==> config.mk <==
export PLATFORM = sky130hd
export DESIGN_NAME = stepTimer
export DESIGN_NICKNAME = d
export VERILOG_FILES = /design/src/hdl/stepTimer.sv
export SDC_FILE = /design/constraint.sdc
export NUM_CORES = 1
export LEC_CHECK = 0
export BUFFER_PORTS_ARGS = -buffer_cell sky130_fd_sc_hd__buf_4
export CORE_UTILIZATION = 40
export CTS_CLUSTER_DIAMETER = 150
export DETAILED_ROUTE_END_ITERATION = 8
export PLACE_DENSITY = 0.68
export SYNTH_ARGS = -nofsm -noshare
export SYNTH_HDL_FRONTEND = slang
export SYNTH_SLANG_ARGS = --single-unit
==> constraint.sdc <==
create_clock -name clk -period 2.3 [get_ports clk]
set_input_delay 0.23 -clock clk [delete_from_list [all_inputs] [get_ports clk]]
set_output_delay 0.23 -clock clk [all_outputs]
set_load 0.05 [all_outputs]
==> src/hdl/stepTimer.sv <==
`default_nettype none

module stepTimer
(
  input  logic        clk,
  input  logic        reset,
  input  logic        timerLoad,
  input  logic [15:0] loadValue,
  input  logic        timerDec,
  output logic [15:0] remaining,
  output logic        timerZero
);

  always_ff @(posedge clk)
  begin
    if (reset)
      remaining <= '0;
    else if (timerLoad)
      remaining <= loadValue;
    else if (timerDec && remaining != 16'd0)
      remaining <= remaining - 16'd1;
  end

  // High when the count is, or is about to become, zero
  assign timerZero = (remaining == 16'd0) || (timerDec && remaining == 16'd1);

endmodule

`default_nettype wire

==> results of run 1 <==
## per-stage QoR
stage	setup slack (ns)	instances
floorplan	-0.1175	131
global placement	0.1743	194
detailed placement	0.1626	194
CTS	0.03766	198
global route	-0.03052	198
finish	0.04833	198
## cell families after synthesis
group                    count (synthesis)  share of synthesized area
multiplexers                             2                    0.01919
flip-flops                              16                     0.3070
AO/OA/AOI/OAI                           40                     0.2854
XOR/XNOR                                 1                   0.008395
buffers and inverters                   15                    0.05636
AND/OR/NAND/NOR                         55                     0.2998
adder cells (fa/ha/maj)                  2                    0.02398
## final timing paths
| kind | start | endpoint | slack, ns | cells past startpoint |
|---|---|---|---|---|
| worst min register to register | remaining[6] | remaining[6] | 0.55 | 2 |
| worst max register to register | remaining[0] | remaining[6] | 0.14 | 7 |
| worst min-delay path | loadValue[0] | remaining[0] | 0.19 | 3 |
| worst max-delay path | remaining[5] | timerZero | 0.05 | 4 |
## power by group through the flow
stage                     Sequential [mW]  Clock [mW]  Combinational [mW]
final                               0.338       0.159               0.311
after global routing                0.342       0.177               0.336
after CTS                           0.336       0.162               0.309
after detailed placement            0.342           0               0.306
after global placement              0.341           0               0.302
after floorplan                     0.414           0               0.135
## worst max-delay path: stages, from the launching register on
cell	delay, ns
dfxtp_4	0.38
or4_4	0.58
or3_4	0.39
nor4_4	0.19
buf_6	0.20
## routing by layer
metal / up-vias / wire [um] / global-route usage
li1: 594 / - / -
met1: 568 / 1445 / 0.3310
met2: 31 / 1309 / 0.3228
met3: 2 / 157 / 0.02874
met4: 0 / 12 / 0.07895
met5: - / 0 / 0
## area by class of cell
class / instances / area (um^2) / area share
Clock inverter: 1 / 3.754 / 0.002632
Tap cell: 30 / 37.54 / 0.02632
Inverter: 7 / 26.28 / 0.01842
Sequential cell: 16 / 330.3 / 0.2316
Multi-Input combinational cell: 100 / 694.4 / 0.4868
Timing Repair Buffer: 41 / 311.5 / 0.2184
Clock buffer: 3 / 22.52 / 0.01579
## timing repair
action | 4_1_cts | 5_1_grt
hold buffers | 0 | 0
endpoints found under the setup margin | 1 | 2
resized for setup | 2 | 1
pin swaps | 1 | 0
buffers inserted | 0 | 0
## cells in the final DEF, fill, tap and decap left out, types with 4 or more instances in the layout
cell,instances
or3_1,6
nor2_1,16
nand2_1,4
a2111oi_0,5
o21ai_0,5
inv_1,7
or4_1,5
buf_4,40
a21oi_1,5
nor3_1,5
a311oi_1,5
dfxtp_1,12
==> impl_metrics.tcl, run 1 <==
set metrics [dict create \
    drc_errors 0 \
    gp_congestion 0.9317 \
    row_count 18 \
    power_uw 807.5 \
    grt_use_total 0.2233 \
    port-buffer-count 36 \
    syn_avg_cell_area_um2 7.966 \
    via_per_inst 6.035 \
    seq_power_share 0.418 \
    synth_edf_count 0 \
    drt_pass1_iterations 4 \
    post-route-period-util 0.9790 \
    rsz0062_at_grt "true" \
    vias 1195 \
    grt_pass1_wl_um 4629 \
    crit_path_start_kind "flip-flop" \
    worst_pin_slew_ns 0.4135 \
    hold_path_class "input pin to flip-flop" \
    ys.flop_type "dfxtp_1" \
    insertion_delay_ns 0.29 \
    cts_made_buffers 3 \
    critPathCaptureType "output pin" \
    largest-register "remaining" \
    die_y_um 53.08 \
    largest_reg_flops 16 \
    synth_area_um2 1044 \
    num-fill-cells 250 \
    ir_drop_mv 0.3368 \
    hold_violations 0 \
    grt_start_max_net_pins 21 \
    root_buffer "clkbuf_4" \
    min_period_ns 2.252 \
    slew_viol_final 0 \
    fmax_mhz 444.1 \
    criticalPathCategory "flip-flop to output pin" \
    p_comb_frac 0.385 \
    synth.area.top_cells "dfxtp_1 31%, nor2_1 5.8%, or4_1 4.3%, a2111oi_0 4.2%, a311oi_1 4.2%" \
    intPower_uw 483.7 \
    grt_antenna_before_repair 0 \
    dr.first_iter.drc_count 23 \
    cts_buffer_depth 2 \
    drive_gt1_frac 0.3333 \
    fp.dieW_um 53.08 \
    syn_inst 131 \
    seq_area_frac_synth 0.3070 \
    setup_viol 0 \
    initial_core_util 0.4212 \
    wl_per_cell_um 14.77 \
    max_slew_margin 0.7221 \
    cts_tree "built" \
    synth.distinct_cells 38 \
    core_um2 2477 \
    clock_skew_ns 0.004227 \
    utilization 0.5758 \
    top_regs "remaining: 16 flops" \
    grt_pass1_vias 969 \
    synth_fp_nets 153 \
    placed_area_um2 1385 \
    drv_cap 0 \
    switchingPower_uw 323.8 \
    yosysTopAreaCellShare 0.3070 \
    grt_overflow 0 \
    status "completed" \
    syn_to_final_growth_pct 36.69 \
    synth_top_area_cell "dfxtp_1" \
    diodes 0 \
    ant_nets 0 \
    p_per_area_nw_per_um2 566.1 \
    dieArea_um2 2817 \
    ys_ff_latch 16 \
    switching_share 0.4010 \
    wl_um 2925 \
    finalNetCount 191 \
    critPathArrivalTime_ns 2.02 \
    required_ns 2.07 \
    worst_hold_slack_ns 0.1896 \
    pwr-share-clk 0.197 \
    cts.sinks 16 \
    finalInstanceArea_um2 1426 \
    clk_pin_slew_worst_paths_ns 0.11 \
    synthTopCellsByCount "16 x dfxtp_1, 16 x nor2_1, 7 x inv_1, 7 x or3_1" \
    synthArstFlopShare 0 \
    cts_max_level 1 \
    leakage_nw 0.5708 \
    crit_path_max_fanout 8 \
    hpwl_um 2115 \
    boundaryPins 37 \
    ys_warn_count 0 \
    finalSetupTns_ns 0 \
]
Note: power is estimated with default switching activity, not from simulation.
==> inputs of run 2 (changes only) <==
--- a/config.mk
+++ b/config.mk
@@ -6,10 +6,13 @@
 export NUM_CORES = 1
 export LEC_CHECK = 0
 export BUFFER_PORTS_ARGS = -buffer_cell sky130_fd_sc_hd__buf_4
-export CORE_UTILIZATION = 40
+export CELL_PAD_IN_SITES_DETAIL_PLACEMENT = 0
+export CELL_PAD_IN_SITES_GLOBAL_PLACEMENT = 1
+export CORE_UTILIZATION = 31
 export CTS_CLUSTER_DIAMETER = 150
 export DETAILED_ROUTE_END_ITERATION = 8
-export PLACE_DENSITY = 0.68
+export PLACE_DENSITY = 0.73
+export SETUP_SLACK_MARGIN = 0.2
 export SYNTH_ARGS = -nofsm -noshare
 export SYNTH_HDL_FRONTEND = slang
 export SYNTH_SLANG_ARGS = --single-unit
==> impl_metrics.tcl, run 2 (synthesis results as in run 1) <==
set metrics [dict create \
    status "completed" \
    top_regs "remaining: 16 flops" \
    route.met3.wl_um 114 \
    reg2reg_slack_ns 0.14 \
    gp_congestion 0.7568 \
    core_um2 3128 \
    path_buf_inv 1 \
    boundaryPins 37 \
    hold_violations 0 \
    p_per_area_nw_per_um2 545.8 \
    final_cell_mix "46 x buf_4, 16 x nor2_1, 12 x dfxtp_1" \
    cts_made_buffers 3 \
    row_count 20 \
    drive_gt1_frac 0.3886 \
    cts_tree "built" \
    dr.first_iter.drc_count 53 \
    path_delay_family "simple AND/OR/NAND/NOR gates" \
    grt_start_max_net_pins 21 \
    path_depth 5 \
    largest_reg_flops 16 \
    pre_cts_slack_ns 0.1045 \
    cts.sinks 16 \
    criticalPathCategory "flip-flop to flip-flop" \
    clk_pin_slew_worst_paths_ns 0.10 \
    crit_path_max_fanout 5 \
    grt_pass1_vias 1058 \
    die_y_um 60.02 \
    hpwl_um 2181 \
    required_ns 2.50 \
    maxUsedRoutingLayer "met4" \
    setup_slack_ns 0.1359 \
    mostFrequentLayoutCell "buf_4" \
    critPathArrivalTime_ns 2.36 \
    wl_met1_um 1477 \
    wl_um 3071 \
    r2r-end "remaining[12]" \
    via_per_inst 5.393 \
    r2r_start "remaining[4]" \
    grt_overflow 0 \
    cts_buffer_depth 2 \
    ant_nets 0 \
    drv_cap 0 \
    slew_viol_final 0 \
    leakage_nw 0.6149 \
    reg2reg_depth 5 \
    hold_depth 3 \
    ir_drop_mv 0.2098 \
    cp_cell_sequence "or4_4, or3_4, buf_6, or4_1, a311oi_1" \
    grt_pass1_wl_um 4885 \
    cpMaxStageDelayCell "or4_4" \
    clock_skew_ns 0.005092 \
    max_slew_margin 0.7105 \
    holdCritStartpoint "loadValue[0]" \
    wl_per_cell_um 14.02 \
    setup_viol 0 \
    rsz0062_at_grt "true" \
    critPathCaptureType "flip-flop" \
    hold_end "remaining[0]" \
    fp.dieW_um 60.02 \
    hold_path_class "input pin to flip-flop" \
    grt_antenna_before_repair 0 \
    power_uw 844.8 \
    vias 1181 \
    root_buffer "clkbuf_4" \
    fmax_mhz 462.1 \
    insertion_delay_ns 0.29 \
    finalNetCount 198 \
    worst_pin_slew_ns 0.4306 \
    largest-register "remaining" \
    wl_met2_um 1458 \
    drt_pass1_iterations 4 \
    min_period_ns 2.164 \
    ctsHoldBuffers 0 \
    cts_max_level 1 \
    crit_path_start_kind "flip-flop" \
    post-route-period-util 0.9409 \
    diodes 0 \
    dieArea_um2 3602 \
    drc_errors 0 \
    initial_core_util 0.3336 \
    grt_use_total 0.1824 \
    port-buffer-count 36 \
    syn_to_final_growth_pct 48.32 \
    max_stage_delay_ns 0.55 \
]
run 2: area by class of cell:
type | count | area [um^2]
fill | 315 | 1580
clock buffer | 4 | 26.28
tap | 44 | 55.05
timing repair buffer | 48 | 367.9
multi-input combinational | 100 | 742.0
inverter | 7 | 26.28
sequential | 16 | 330.3
run 2: repair_timing:
action / CTS / global route
gates resized for setup: 3 / 9
setup buffers: 5 / 1
pin swaps: 4 / 5
endpoints found under the hold margin: 0 / 0
setup endpoints to repair: 5 / 12
run 2: worst max-delay path by stage:
| stage | start | to | slack (ns) |
|---|---|---|---|
| 4_1_cts | remaining[7] | timerZero | 0.11 |
| 3_5_place_dp | remaining[5] | remaining[13] | 0.10 |
| 6_report | remaining[4] | remaining[12] | 0.14 |
| 3_3_place_gp | remaining[5] | remaining[13] | 0.14 |
| 5_1_grt | remaining[4] | remaining[13] | 0.06 |
| 2_1_floorplan | remaining[5] | timerZero | -0.12 |
run 2: stage by stage:
step | instance area [um^2] | utilization | cells | hold slack (ns) | setup TNS, ns
after floorplan | 1085 | - | 131 | 0.3843 | -0.1175
after global placement | 1410 | 0.4508 | 209 | 0.4850 | 0
after detailed placement | 1410 | 0.4508 | 209 | 0.4920 | 0
after CTS | 1489 | 0.4760 | 218 | 0.1987 | 0
after global routing | 1548 | 0.4948 | 219 | 0.1922 | 0
final | 1548 | 0.4948 | 219 | 0.2014 | 0
run 2: power breakdown:
| group | internal [mW] | switching [mW] |
|---|---|---|
| Clock | 0.0673 | 0.0942 |
| Sequential | 0.301 | 0.0317 |
| Combinational | 0.145 | 0.206 |
| Total | 0.513 | 0.332 |
run 2: metal layers:
metal,track usage,up-vias
li1,-,603
met1,0.2523,555
met2,0.2778,21
met3,0.03030,2
met4,0.07641,0
met5,0,-
run 2: tightest hold or removal path: cells and delay by family:
| kind | cells | cell delay, ns |
|---|---|---|
| buffers and inverters | 1 | 0.08 |
| AO/OA/AOI/OAI | 1 | 0.08 |
| AND/OR/NAND/NOR | 1 | 0.07 |
==> inputs of run 3 (changes only) <==
--- a/config.mk
+++ b/config.mk
@@ -5,13 +5,14 @@
 export SDC_FILE = /design/constraint.sdc
 export NUM_CORES = 1
 export LEC_CHECK = 0
+export ABC_AREA = 1
 export BUFFER_PORTS_ARGS = -buffer_cell sky130_fd_sc_hd__buf_4
 export CELL_PAD_IN_SITES_DETAIL_PLACEMENT = 0
 export CELL_PAD_IN_SITES_GLOBAL_PLACEMENT = 1
 export CORE_UTILIZATION = 31
 export CTS_CLUSTER_DIAMETER = 150
 export DETAILED_ROUTE_END_ITERATION = 8
-export PLACE_DENSITY = 0.73
+export PLACE_DENSITY = 0.82
 export SETUP_SLACK_MARGIN = 0.2
 export SYNTH_ARGS = -nofsm -noshare
 export SYNTH_HDL_FRONTEND = slang
==> impl_metrics.tcl, run 3 <==
set metrics [dict create \
    drive_gt1_frac 0.2457 \
    crit_start "remaining[0]" \
    grt_overflow 0 \
    synth_edf_count 0 \
    post_cts_buffers 0 \
    p_per_area_nw_per_um2 633.6 \
    drt_pass1_iterations 4 \
    crit_path_start_kind "flip-flop" \
    synth_most_common_cell "nand2_1" \
    grt_antenna_before_repair 0 \
    cpMaxStageDelayCell "dfxtp_2" \
    path_buf_inv 3 \
    fp.dieW_um 64.28 \
    min_period_ns 1.963 \
    leakage_nw 0.8167 \
    gp_congestion 0.7598 \
    place_inst 276 \
    largest_reg_flops 16 \
    cts_buffer_depth 2 \
    drc_errors 0 \
    ys.flop_type "dfxtp_1" \
    clk_pin_slew_worst_paths_ns 0.07 \
    top_regs "remaining: 16 flops" \
    ant_nets 0 \
    grt_pass1_wl_um 5492 \
    largest-register "remaining" \
    synthTopCellsByCount "63 x nand2_1, 28 x nor2_1, 17 x nand3_1" \
    layoutNonFillerInstCount 280 \
    num-fill-cells 416 \
    diodes 0 \
    synth.area.top_cells "dfxtp_1 27%, nand2_1 20%, nor2_1 8.7%, nand3_1 7.1%, inv_1 5.0%" \
    finalInstanceArea_um2 1582 \
    required_ns 2.07 \
    grt_start_max_net_pins 19 \
    grt_pass1_vias 1149 \
    boundaryPins 37 \
    critPathCaptureType "output pin" \
    wl_per_cell_um 11.81 \
    cp_cell_sequence "inv_1, ha_1, nand2_2, inv_1, a31oi_1, nor4_4, buf_4" \
    fmax_mhz 509.3 \
    reg2reg_slack_ns 0.58 \
    hold_path_class "input pin to flip-flop" \
    synthArstFlopShare 0 \
    ir_drop_mv 0.2881 \
    die_y_um 64.28 \
    insertion_delay_ns 0.26 \
    mostFrequentLayoutCell "nand2_1" \
    cts_made_buffers 3 \
    root_buffer "clkbuf_8" \
    grt_use_total 0.1723 \
    core_um2 3689 \
    clock_skew_ns 0.003510 \
    vias 1330 \
    path_delay_family "flip-flops" \
    row_count 22 \
    ys_ff_latch 16 \
    critPathArrivalTime_ns 1.73 \
    post-route-period-util 0.8537 \
    endpoint "timerZero" \
    via_per_inst 4.750 \
    syn_inst 196 \
    max_slew_margin 0.7705 \
    cpMostUsedCell "inv_1" \
    r2r-end "remaining[4]" \
    r2r_start "remaining[0]" \
    slew_viol_final 0 \
    yosysTopAreaCellShare 0.2664 \
    dr.first_iter.drc_count 74 \
    hold_violations 0 \
    syn_avg_cell_area_um2 6.135 \
    cts.sinks 16 \
    status "completed" \
    synth_area_um2 1202 \
    cts_max_level 1 \
    wl_um 3306 \
    drv_cap 0 \
    worst_pin_slew_ns 0.3438 \
    crit_path_max_fanout 7 \
    seq_area_frac_synth 0.2664 \
    final_cell_mix "63 x nand2_1, 36 x buf_4, 28 x nor2_1" \
    port-buffer-count 36 \
    placed_area_um2 1525 \
    ys_warn_count 0 \
    criticalPathCategory "flip-flop to output pin" \
    ctsHoldBuffers 0 \
    syn_to_final_growth_pct 31.53 \
    finalSetupTns_ns 0 \
    path_depth 7 \
    reg2reg_depth 10 \
    synth_top_area_cell "dfxtp_1" \
    hpwl_um 2499 \
    rsz0062_at_grt "false" \
    power_mw 1.002 \
    initial_core_util 0.3260 \
    max_stage_delay_ns 0.40 \
    setup_viol 0 \
    synth.distinct_cells 28 \
    synth_fp_nets 218 \
    cts_tree "built" \
    finalNetCount 255 \
    dieArea_um2 4132 \
]
## run 3: cell types whose count changed after synthesis, sizes merged, moves of 4 or more
cell and delta:
nand3 +17, nor3 -5, a21oi +5, nor2 +18, or3 -7, o21ai +5, inv +11, nand2 +63
clkbuf -4, or4 -6, a2111oi -5, nand3b +6, a311oi -5
## run 3: cell type report
cell class | count | area [um^2] | area share
Tap cell | 48 | 60.06 | 0.03797
Clock buffer | 4 | 55.05 | 0.03481
Timing Repair Buffer | 36 | 270.3 | 0.1709
Sequential cell | 16 | 321.6 | 0.2033
Inverter | 18 | 67.56 | 0.04272
Multi-Input combinational cell | 158 | 807.0 | 0.5103
## run 3: cells by family (layout without fill, tap and decap cells)
logic type	after synthesis	in the layout	synth area share
AOI/OAI and AO/OA	25	25	0.1186
xor gates and xnor gates	3	3	0.02186
buffers and inverters	22	58	0.07492
and+or+nand+nor	128	128	0.4974
DFF	16	16	0.2664
adders and majority gates	2	2	0.02081
## run 3: how the worst min path moves through the flow
stage,startpoint,endpoint,slack (ns),cells past startpoint
2_1_floorplan,timerLoad,remaining[8],0.40,2
3_3_place_gp,reset,remaining[13],0.50,2
3_5_place_dp,reset,remaining[14],0.50,2
4_1_cts,reset,remaining[5],0.21,2
5_1_grt,reset,remaining[5],0.21,2
6_report,reset,remaining[5],0.22,2
## run 3: repair_timing
| action | 4_1_cts | 5_1_grt |
|---|---|---|
| endpoints found under the setup margin | 0 | 1 |
| gates resized for setup | 0 | 1 |
| endpoints found under the hold margin | 0 | 0 |
## run 3: power by group
group | leakage [nW] | internal [mW] | switching, mW | total (mW)
sequential | 0.133 | 0.302 | 0.0388 | 0.340
clock | 0.0288 | 0.152 | 0.108 | 0.261
combinational | 0.655 | 0.138 | 0.262 | 0.401
total | 0.817 | 0.592 | 0.410 | 1.00
## run 3: stage by stage
| step | hold slack (ns) | worst slack, ns | utilization |
|---|---|---|---|
| global placement | 0.4976 | 0.5725 | 0.4135 |
| detailed placement | 0.4954 | 0.5219 | 0.4135 |
| floorplan | 0.3986 | 0.3291 | - |
| CTS | 0.2127 | 0.2252 | 0.4284 |
| finish | 0.2217 | 0.3365 | 0.4288 |
| global route | 0.2141 | 0.2323 | 0.4288 |
## run 3: per-layer routing
metal  track usage  share of wire
met1        0.2385           0.49
met2        0.2645           0.45
met3       0.02679          0.048
met4       0.06667          0.014
met5             0              0
