[src/common/drumPkg.sv]
`default_nettype none

package drumPkg;

  // Displacements and coefficients in 1.17 fixed point
  typedef logic signed [17:0] sample_t;

  // Sequencer phase, broadcast to every node of the mesh
  typedef enum logic [2:0] {
    phaseIdle   = 3'd0,
    phaseClear  = 3'd1,
    phaseStrike = 3'd2,
    phaseMul0   = 3'd3,
    phaseMul1   = 3'd4,
    phaseMul2   = 3'd5,
    phaseCommit = 3'd6
  } phase_t;

  // Strike register, written as a bus word and read back as fields
  typedef union packed {
    logic [31:0] raw;
    struct packed {
      logic [5:0] spare;
      logic [3:0] yIndex;
      logic [3:0] xIndex;
      sample_t    amp;
    } fields;
  } strikeWord_t;

  // Byte offsets of the host registers
  localparam logic [11:0] regCtrl     = 12'h000;
  localparam logic [11:0] regSteps    = 12'h004;
  localparam logic [11:0] regStrike   = 12'h008;
  localparam logic [11:0] regRho      = 12'h00C;
  localparam logic [11:0] regEta      = 12'h010;
  localparam logic [11:0] regStatus   = 12'h014;
  localparam logic [11:0] regNodeBase = 12'h040;

  typedef logic [1:0] axiResp_t;
  localparam axiResp_t respOkay = 2'b00;

endpackage

`default_nettype wire

[src/hdl/meshSequencer.sv]
`default_nettype none

module meshSequencer
#(
  parameter int gridSize = 4
)(
  input  logic                 clk,
  input  logic                 reset,
  input  logic                 clearReq,
  input  logic                 strikeReq,
  input  logic                 stepReq,
  input  drumPkg::strikeWord_t strikeWord,
  input  logic                 timerZero,
  output drumPkg::phase_t      phase,
  output logic [3:0]           strikeX,
  output logic [3:0]           strikeY,
  output drumPkg::sample_t     strikeAmp,
  output logic                 timerLoad,
  output logic                 timerDec,
  output logic                 busy
);
  import drumPkg::*;

  phase_t state;
  logic   strikeInRange;

  assign phase = state;
  assign busy  = (state != phaseIdle);

  assign strikeInRange = (strikeWord.fields.xIndex < gridSize) &&
                         (strikeWord.fields.yIndex < gridSize);

  // Step run starts only if nothing of higher priority is asked for
  assign timerLoad = (state == phaseIdle) && stepReq && !clearReq && !strikeReq;
  assign timerDec  = (state == phaseCommit);

  always_ff @(posedge clk)
  begin
    if (reset)
      state <= phaseIdle;
    else
    begin
      case (state)
        phaseIdle:
        begin
          if (clearReq)
            state <= phaseClear;
          else if (strikeReq)
            state <= strikeInRange ? phaseStrike : phaseIdle;
          else if (stepReq)
            state <= phaseMul0;
        end
        phaseMul0:   state <= phaseMul1;
        phaseMul1:   state <= phaseMul2;
        phaseMul2:   state <= phaseCommit;
        phaseCommit: state <= timerZero ? phaseIdle : phaseMul0;
        default:     state <= phaseIdle;
      endcase
    end
  end

  // Hold the strike target for the strike cycle
  always_ff @(posedge clk)
  begin
    if (state == phaseIdle && strikeReq)
    begin
      strikeX   <= strikeWord.fields.xIndex;
      strikeY   <= strikeWord.fields.yIndex;
      strikeAmp <= strikeWord.fields.amp;
    end
  end

endmodule

`default_nettype wire

[config.mk]
export PLATFORM = sky130hd
export DESIGN_NAME = meshSequencer
export DESIGN_NICKNAME = d
export VERILOG_FILES = /design/src/common/drumPkg.sv /design/src/hdl/meshSequencer.sv
export SDC_FILE = /design/constraint.sdc
export NUM_CORES = 1
export LEC_CHECK = 0
export BUFFER_PORTS_ARGS = -buffer_cell sky130_fd_sc_hd__buf_2
export CORE_MARGIN = 3
export CORE_UTILIZATION = 35
export CTS_CLUSTER_DIAMETER = 50
export DETAILED_ROUTE_END_ITERATION = 16
export PLACE_DENSITY = 0.78
export SLEW_MARGIN = 20
export SYNTH_ARGS = -nofsm -noshare
export SYNTH_HDL_FRONTEND = slang
export SYNTH_SLANG_ARGS = --single-unit
[constraint.sdc]
create_clock -name clk -period 4.75 [get_ports clk]
set_input_delay 0.7125 -clock clk [delete_from_list [all_inputs] [get_ports clk]]
set_output_delay 0.7125 -clock clk [all_outputs]
set_load 0.01 [all_outputs]
==> key figures, run 1 <==
STA
  • Final setup viols: 0
  • Worst-margin pin slew: slightly below 0.7 ns
  • Tcrit/Tclk final: 0.458
  • Clock skew: 0.00964 ns
  • Slew headroom: 0.543
  • Final Max Slew Viols: 0
  • Final hold vios: 0
  • Crit path time final: 2.17 ns
  • Setup TNS: 0 ns
  • F_max: 0.460 GHz
  • RSZ-0062 raised after global routing: no

Clocking
  • Post-cts sizing count: 0
  • Clock H-tree levels: 2
  • Post-CTS setup buffers: 0
  • CTS Buffer Depth: 2
  • CTS Root Cell: clkbuf_4
  • Clk slew on worst S/H paths: 0.09 ns
  • Num CTS Buffers: 5
  • CTS tree: done
  • Clock Sinks: 29
  • Worst-skew pair later-pin latency: 0.32 ns
  • Hold_buf cts: 0

Finish
  • Layout fillers: 235
  • Number of antenna diodes: 0
  • P&R area growth vs syn: 36.6%
  • Final #Nets: 162
  • Layout cell share with drive strength beyond 1: 0.600

Logic synthesis
  • Biggest area consumer among synthesized cells: edfxtp_1
  • Netlist Area Pre-Place: 0.00105 mm²
  • Register bit count reported by yosys: 29
  • Mapped Cells: 57
  • Top post-synthesis cells by area: edfxtp_1 75%, dfxtp_1 5.7%, buf_6 2.2%
  • Post-synth net total: 95
  • Post-synthesis cell type count: 23
  • Yosys Warn Count: 0
  • Top cell type's share of synthesized area: 0.746
  • Seq/Total Area, Yosys: 0.804
  • Syn_area_per_cell: ~18 µm²

Min path
  • Hold Path Class: primary input to flip-flop

Power and ir drop
  • Peak VDD IR: approximately 120 µV
  • Tot Pwr: 513 µW
  • Static leakage: 0.000630 µW
  • P per Cell Area: 359 mW/mm²

Route
  • DRC: 0
  • Total number of vias: 739
  • DR iter-0 viols: 28
  • Average wire per standard cell: around 14 µm
  • Routed vias/inst: 4.74
  • Final antenna-violating net count: 0
  • Pre-antenna DRT Iters: 3
  • Drt total wl: 2110 µm

Place
  • GP Congestion: 0.662
  • HPWL Detailed: 1560 µm
  • IO buf count: 63

Floorplanning
  • IO Count: 70
  • Core area: 0.00281 mm²
  • Row count: 19
  • Die width: between 60 and 70 µm
  • Initial Util: 0.373
  • Die area: 0.00368 mm²
  • Die Span Y: 60.7 µm

Setup path
  • Critical path class: flip-flop to output pin
  • Worst-path fanout max: 11
  • Critical path startpoint category: flip-flop
  • Crit path capture type: output pin
  • Crit path required time: 4.04 ns
  • CP arrival: 1.46 ns

Global routing
  • Pin count of the biggest net entering global routing: 27
  • GRT Residual Overflow: 0
  • Initial antenna violation count: 0
  • Tot GR Track Use: 0.116
  • Number of global-route vias before repair: roughly 680
  • First-pass GRT wire length: 2920 µm

Status
  • Outcome: completed

Run
  • # Max-Cap Violations: 0
## synthesized netlist by cell type
library cell / n
a211oi_2: 1
a21o_1: 2
a21oi_1: 1
a2bb2oi_1: 1
and3_2: 1
buf_4: 1
buf_6: 2
dfxtp_1: 3
edfxtp_1: 26
inv_1: 2
nand2_1: 1
nand2b_1: 1
nand3b_1: 1
nor2_1: 3
nor2b_1: 1
nor3_1: 1
nor3b_1: 3
nor4_1: 1
nor4_4: 1
o21ai_0: 1
o21ai_2: 1
or3_1: 1
xnor2_1: 1
## worst max-delay path, stage by stage, from the launching register on
cell and delay (ns):
dfxtp_1 0.44, nor4_4 0.37, and3_2 0.22, buf_2 0.12
## layout make-up
type,count,area (µm²),share of cell area
tap,31,38.8,0.0271
clock inverter,2,10.0,0.00701
timing repair buffer,63,315,0.221
inverter,2,7.51,0.00525
clock buffer,6,41.3,0.0289
multi-input combinational,23,175,0.123
sequential,29,841,0.588
## registers in the layout, indices dropped and copies added (netlist names)
name and cells:
strikeAmp 18, strikeX 4, strikeY 4, phase 3
## metrics by stage
stage | hold WS (ns) | cell area, µm² | std cells | setup slack [ns] | utilization
2_1_floorplan | 0.615 | 1050 | 57 | 2.30 | -
3_3_place_gp | 0.628 | 1370 | 148 | 2.54 | 0.489
3_5_place_dp | 0.646 | 1380 | 148 | 2.68 | 0.491
4_1_cts | 0.547 | 1430 | 156 | 2.56 | 0.509
5_1_grt | 0.540 | 1430 | 156 | 2.50 | 0.509
6_report | 0.563 | 1430 | 156 | 2.58 | 0.509
## placed cells by master (no fill, tap or decap), types with 2 or more instances in the layout
master,count
a21o_1,2
buf_2,63
inv_1,2
dfxtp_1,3
clkbuf_4,5
edfxtp_1,26
clkinv_2,2
nor2_1,2
nor3b_1,3
## final timing paths
check	from	to	slack, ns	depth (start not counted)
worst min register to register	phase[2]	phase[2]	0.66	2
worst max register to register	phase[1]	strikeAmp[3]	2.92	2
worst max-delay path	phase[1]	timerLoad	2.58	3
worst min-delay path	strikeWord[7]	strikeAmp[7]	0.56	1
## where the power goes
part	internal [µW]	total, µW	switching [µW]
registers	302	310	8.28
clock network	56.2	136	80.2
logic	29.7	66.4	36.7
## routing by layer
layer  wire, µm  vias up  share of wire  GRT usage
li1           -      347              -          -
met1        820      335           0.39      0.119
met2        918       52           0.44      0.185
met3        314        5           0.15     0.0447
met4         55        0          0.026      0.102
met5          0        -              0          0
## logic make-up (layout without fill, tap and decap cells)
group,count (synthesis),after routing,synth area share
flops,29,29,0.804
compound gates,7,7,0.0526
simple gates,15,15,0.0993
xor+xnor,1,1,0.00837
buf+inv,5,73,0.0359
No activity file was read; power rests on OpenSTA's default activity.
==> run 2, diff against run 1 <==
- PLACE_DENSITY: 0.78 -> 0.81
- clock period: 4.75 -> 2 ns (I/O delays scaled with it)
==> key figures, run 2 (synthesized netlist as in run 1, its figures left out) <==
Setup path
  • Slowest stage delay, CP: 0.42 ns (-0.02 ns)
  • Critical path class: flip-flop to output pin
  • CP arrival: 1.42 ns (-0.04 ns)
  • Crit-path cells: nor4_4, and3_2, buf_2
  • Critical path startpoint category: flip-flop
  • CP max stage cell: dfxtp_1
  • Family with the most delay on the worst path: simple AND/OR/NAND/NOR gates
  • Crit path capture type: output pin
  • R2r startpoint: phase[0]
  • Worst-path fanout max: 10 (-1)
  • Worst Setup SP: phase[0]
  • Crit path required time: 1.70 ns (-2.34 ns)
  • Buffers & Inverters on Critical Path: 1 (unchanged)

STA
  • Final setup viols: 0 (unchanged)
  • RSZ-0062 raised after global routing: no
  • Setup TNS: 0 ns (unchanged)
  • Worst-margin pin slew: 0.416 ns (-0.268 ns)
  • Final Max Slew Viols: 0 (unchanged)
  • F_max: 0.580 GHz
  • WHS: 0.162 ns (-0.401 ns)
  • Final hold vios: 0 (unchanged)
  • Clock skew: 0.00477 ns (-0.00487 ns)
  • Slew headroom: 0.720 (+0.177)
  • Tcrit/Tclk final: 0.862
  • Crit path time final: 1.72 ns

Finish
  • Most frequent cells in the layout: 63 x buf_2, 26 x edfxtp_1, 5 x clkbuf_4
  • P&R area growth vs syn: 37.2%
  • Layout cell share with drive strength beyond 1: 0.595 (-0.00476)
  • Max reg flops: 18 (unchanged)
  • Largest Register: strikeAmp
  • Number of antenna diodes: 0 (unchanged)
  • Layout fillers: 247 (+5.1%)
  • Largest registers: strikeAmp (18), strikeX (4), strikeY (4)
  • Leading cell type in the layout, fill and taps excluded: buf_2
  • Non-Filler Instances: 157 (+0.64%)
  • Final #Nets: 163 (+0.62%)
  • Fin util: 0.512 (+0.00223)

Min path
  • Hold Path Origin: strikeWord[4]
  • Hold Path Class: primary input to flip-flop

Route
  • Met3 wire length: 308 µm (-1.9%)
  • M1 WL: 729 µm (-11%)
  • Average wire per standard cell: 13.0 µm (-3.8%)
  • Final antenna-violating net count: 0 (unchanged)
  • Total number of vias: 732 (-0.95%)
  • DR iter-0 viols: 15 (-46%)
  • DRC: 0 (unchanged)
  • Top Layer Used: met4
  • Drt total wl: 2040 µm (-3.2%)
  • Routed vias/inst: 4.66 (-1.6%)
  • Met2 Routed Length: 976 µm (+6.3%)
  • Pre-antenna DRT Iters: 4 (+1)

Run
  • # Max-Cap Violations: 0 (unchanged)

Global routing
  • Pin count of the biggest net entering global routing: 27 (unchanged)
  • GRT Residual Overflow: 0 (unchanged)
  • Tot GR Track Use: 0.120 (+0.00311)
  • Number of global-route vias before repair: 668 (-1.0%)
  • First-pass GRT wire length: 3020 µm (+3.3%)
  • Initial antenna violation count: 0 (unchanged)

Power and ir drop
  • Psw: 282 µW (+130%)
  • Switching Share: 0.235 (-0.00870)
  • Clock network power share: 0.252 (-0.014)
  • Static leakage: 0.000633 µW (+0.48%)
  • Combinational power share: 0.133 (+0.003)
  • Peak VDD IR: 280 µV (+130%)
  • Internal Power: 916 µW (+140%)
  • Sequential group share of total power: 0.614 (+0.010)
  • P per Cell Area: 835 mW/mm² (+130%)

Floorplanning
  • Die width: 60.7 µm (unchanged)
  • IO Count: 70 (unchanged)
  • Row count: 19 (unchanged)
  • Initial Util: 0.373 (unchanged)
  • Core area: 0.00281 mm² (unchanged)
  • Die area: 0.00368 mm² (unchanged)
  • Die Span Y: 60.7 µm (unchanged)

Status
  • Outcome: completed

Clocking
  • CTS tree: done
  • Hold_buf cts: 0 (unchanged)
  • CTS Root Cell: clkbuf_4
  • Num CTS Buffers: 5 (unchanged)
  • Clock H-tree levels: 2 (unchanged)
  • CTS Buffer Depth: 2 (unchanged)
  • Post-CTS setup buffers: 0 (unchanged)
  • Clock Sinks: 29 (unchanged)
  • Worst-skew pair later-pin latency: 0.31 ns (about the same)
  • Post-cts sizing count: 0 (unchanged)
  • Clk slew on worst S/H paths: 0.09 ns (about the same)

Place
  • Dpl cells: 149 (+0.68%)
  • IO buf count: 63 (unchanged)
  • HPWL Detailed: 1610 µm (+3.2%)
  • GP Congestion: 0.647 (-2.2%)
-- run 2: cell types whose count changed in the layout (fill, tap and decap cells not counted) --
cell	previous run	this run
buf_4	0	1
clkbuf_1	1	0
clkinv_1	0	2
clkinv_2	2	1
-- run 2: final timing paths --
check                       to  slack, ns  cells after the start
setup / recovery     timerLoad       0.28                      3
hold / removal    strikeAmp[4]       0.16                      1
setup reg to reg  strikeAmp[8]       0.38                      3
hold reg to reg       phase[2]       0.66                      2
-- run 2: final cells by class --
type | instances | area [µm²] | area share
Inverter | 2 | 7.51 | 0.00523
Sequential cell | 29 | 841 | 0.586
Clock inverter | 3 | 12.5 | 0.00872
Multi-Input combinational cell | 23 | 175 | 0.122
Timing Repair Buffer | 64 | 323 | 0.225
Tap cell | 31 | 38.8 | 0.0270
Clock buffer | 5 | 37.5 | 0.0262
-- run 2: metal layers --
metal,vias up,track usage
li1,352,-
met4,0,0.0929
met2,49,0.195
met5,-,0
met3,2,0.0511
met1,329,0.119
-- run 2: per-stage QoR --
step	area, µm²	total power, µW	worst slack, ns
finish	1440	1200	0.276
global route	1440	1270	0.162
CTS	1440	1220	0.250
detailed placement	1390	914	0.380
global placement	1390	907	0.437
floorplan	1050	830	0.244
-- run 2: power groups by stage --
stage	sequential (µW)	clock, µW	combinational [µW]
after global placement	748	0	160
after detailed placement	751	0	163
after floorplan	768	0	62.1
after global routing	742	354	178
final	736	302	160
after CTS	737	320	163
-- run 2: worst reg2reg max path, delay by kind of cell, from the launching register on --
family / cells / cell delay, ns
AND/OR/NAND/NOR: 2 / 0.55
flip-flops: 1 / 0.42
buffers and inverters: 1 / 0.31
==> run 3, diff against run 2 <==
- CORE_ASPECT_RATIO: default -> 0.9
- CORE_MARGIN: 3 -> 8
- TNS_END_PERCENT: default -> 5
==> key figures, run 3 (synthesized netlist as in run 1, its figures left out) <==
Run
  • # Max-Cap Violations: 0 (unchanged)

Route
  • Total number of vias: 744 (+1.6%)
  • Routed vias/inst: 4.43 (-5.0%)
  • Average wire per standard cell: 15.0 µm (+15%)
  • Drt total wl: 2520 µm (+23%)
  • DRC: 0 (unchanged)
  • Final antenna-violating net count: 0 (unchanged)
  • DR iter-0 viols: 62 (+47)
  • Pre-antenna DRT Iters: 4 (unchanged)

Setup path
  • Critical path class: flip-flop to output pin
  • CP max stage cell: dfxtp_1
  • Crit path capture type: output pin
  • Family with the most delay on the worst path: simple AND/OR/NAND/NOR gates
  • Buffers & Inverters on Critical Path: 1 (unchanged)
  • Crit path required time: 1.70 ns (about the same)
  • CP arrival: 1.47 ns (+0.05 ns)
  • Worst-path fanout max: 10 (unchanged)
  • Crit-path cells: nor4_4, and3_2, buf_2
  • Internal reg-to-reg setup slack: 0.40 ns (+0.02 ns)
  • Critical path startpoint category: flip-flop
  • Slowest stage delay, CP: 0.42 ns (about the same)

Finish
  • Layout cell share with drive strength beyond 1: 0.595 (unchanged)
  • Non-Filler Instances: 168 (+7.0%)
  • Most frequent cells in the layout: 63 x buf_2, 26 x edfxtp_1, 5 x clkbuf_4
  • Number of antenna diodes: 0 (unchanged)
  • Largest registers: strikeAmp (18), strikeX (4), strikeY (4)
  • P&R area growth vs syn: 38.8%
  • Final #Nets: 164 (+0.61%)
  • Register area: 841 µm² (unchanged)
  • Footprint of the multi-input gates: 175 µm² (unchanged)
  • Largest Register: strikeAmp
  • Layout fillers: 272 (+10%)
  • Leading cell type in the layout, fill and taps excluded: buf_2
  • Max reg flops: 18 (unchanged)

Place
  • Dpl cells: 161 (+8.1%)
  • Pre-CTS setup slack: 0.402 ns (+0.0219 ns)
  • IO buf count: 63 (unchanged)
  • GP Congestion: 0.735 (+14%)

Power and ir drop
  • P per Cell Area: 829 mW/mm² (-0.71%)
  • Static leakage: 0.000634 µW (+0.17%)
  • Combinational power share: 0.140 (+0.007)
  • Peak VDD IR: 243 µV (-13%)
  • Psw: 285 µW (+1.1%)
  • Sequential group share of total power: 0.609 (-0.005)
  • Switching Share: 0.237 (+0.00156)
  • Internal Power: 918 µW (+0.21%)
  • Clock network power share: 0.251 (about the same)

Floorplanning
  • IO Count: 70 (unchanged)
  • Core area: 0.00295 mm² (+5.1%)
  • Row count: 19 (unchanged)
  • Initial Util: 0.355 (-0.0180)
  • Die Span Y: 67.9 µm (+12%)
  • Die width: 73.6 µm (+21%)
  • Die area: 0.00500 mm² (+36%)

Clocking
  • Post-cts sizing count: 0 (unchanged)
  • Clk slew on worst S/H paths: 0.08 ns (about the same)
  • Num CTS Buffers: 5 (unchanged)
  • CTS Root Cell: clkbuf_4
  • CTS Buffer Depth: 2 (unchanged)
  • Hold_buf cts: 0 (unchanged)
  • Clock Sinks: 29 (unchanged)
  • Post-CTS setup buffers: 0 (unchanged)
  • Clock H-tree levels: 2 (unchanged)
  • CTS tree: done
  • Worst-skew pair later-pin latency: 0.31 ns (about the same)

Min path
  • Hold Path Class: primary input to flip-flop

STA
  • Tcrit/Tclk final: 0.886 (+0.0237)
  • Clock skew: 0.00321 ns (-0.00155 ns)
  • Slew headroom: 0.709 (-0.0112)
  • Setup TNS: 0 ns (unchanged)
  • RSZ-0062 raised after global routing: no
  • Crit path time final: 1.77 ns (+0.0475 ns)
  • F_max: 0.564 GHz (-2.7%)
  • Final Max Slew Viols: 0 (unchanged)
  • Worst-margin pin slew: 0.433 ns (+0.0166 ns)
  • Setup slack after layout: 0.228 ns (-0.0475 ns)
  • Final setup viols: 0 (unchanged)
  • Final hold vios: 0 (unchanged)

Global routing
  • First-pass GRT wire length: 3510 µm (+16%)
  • Number of global-route vias before repair: 713 (+6.7%)
  • Pin count of the biggest net entering global routing: 27 (unchanged)
  • Tot GR Track Use: 0.0984 (-0.0212)
  • GRT Residual Overflow: 0 (unchanged)
  • Initial antenna violation count: 0 (unchanged)

Status
  • Outcome: completed
run 3: final cells by class:
type | instances | share of cell area
timing repair buffer | 65 | 0.228
clock buffer | 6 | 0.0284
tap | 42 | 0.0362
clock inverter | 1 | 0.00259
inverter | 2 | 0.00517
sequential | 29 | 0.579
multi-input combinational | 23 | 0.121
run 3: final timing paths:
check | endpoint | cells past startpoint | startpoint
hold reg to reg | phase[2] | 2 | phase[2]
setup / recovery | timerLoad | 3 | phase[0]
hold / removal | strikeAmp[4] | 1 | strikeWord[4]
setup reg to reg | strikeY[2] | 3 | phase[0]
run 3: metrics by stage:
stage / cell area, µm² / util / power, µW / hold slack, ns
final: 1450 / 0.492 / 1200 / 0.156
after detailed placement: 1410 / 0.477 / 920 / 0.481
after global routing: 1450 / 0.492 / 1260 / 0.135
after CTS: 1450 / 0.492 / 1220 / 0.140
after global placement: 1410 / 0.477 / 912 / 0.477
after floorplan: 1050 / - / 830 / 0.399
run 3: power by group through the flow:
stage               Clock, µW  Sequential (µW)  Combinational (µW)
finish                    302              733                 168
global route              337              739                 181
CTS                       315              733                 173
detailed placement          0              747                 172
global placement            0              745                 167
floorplan                   0              768                62.1
run 3: layer usage:
layer | up-vias | routed length, µm | track usage
met3 | 7 | 428 | 0.0688
met4 | 0 | 45 | 0.0597
met1 | 332 | 946 | 0.0916
met5 | - | 0 | 0
met2 | 53 | 1100 | 0.157
li1 | 352 | - | -
run 3: worst reg2reg max path, stage by stage, from the launching register on:
cell     delay, ns
dfxtp_1       0.42
or3_1         0.46
nor2_4        0.09
buf_4         0.30
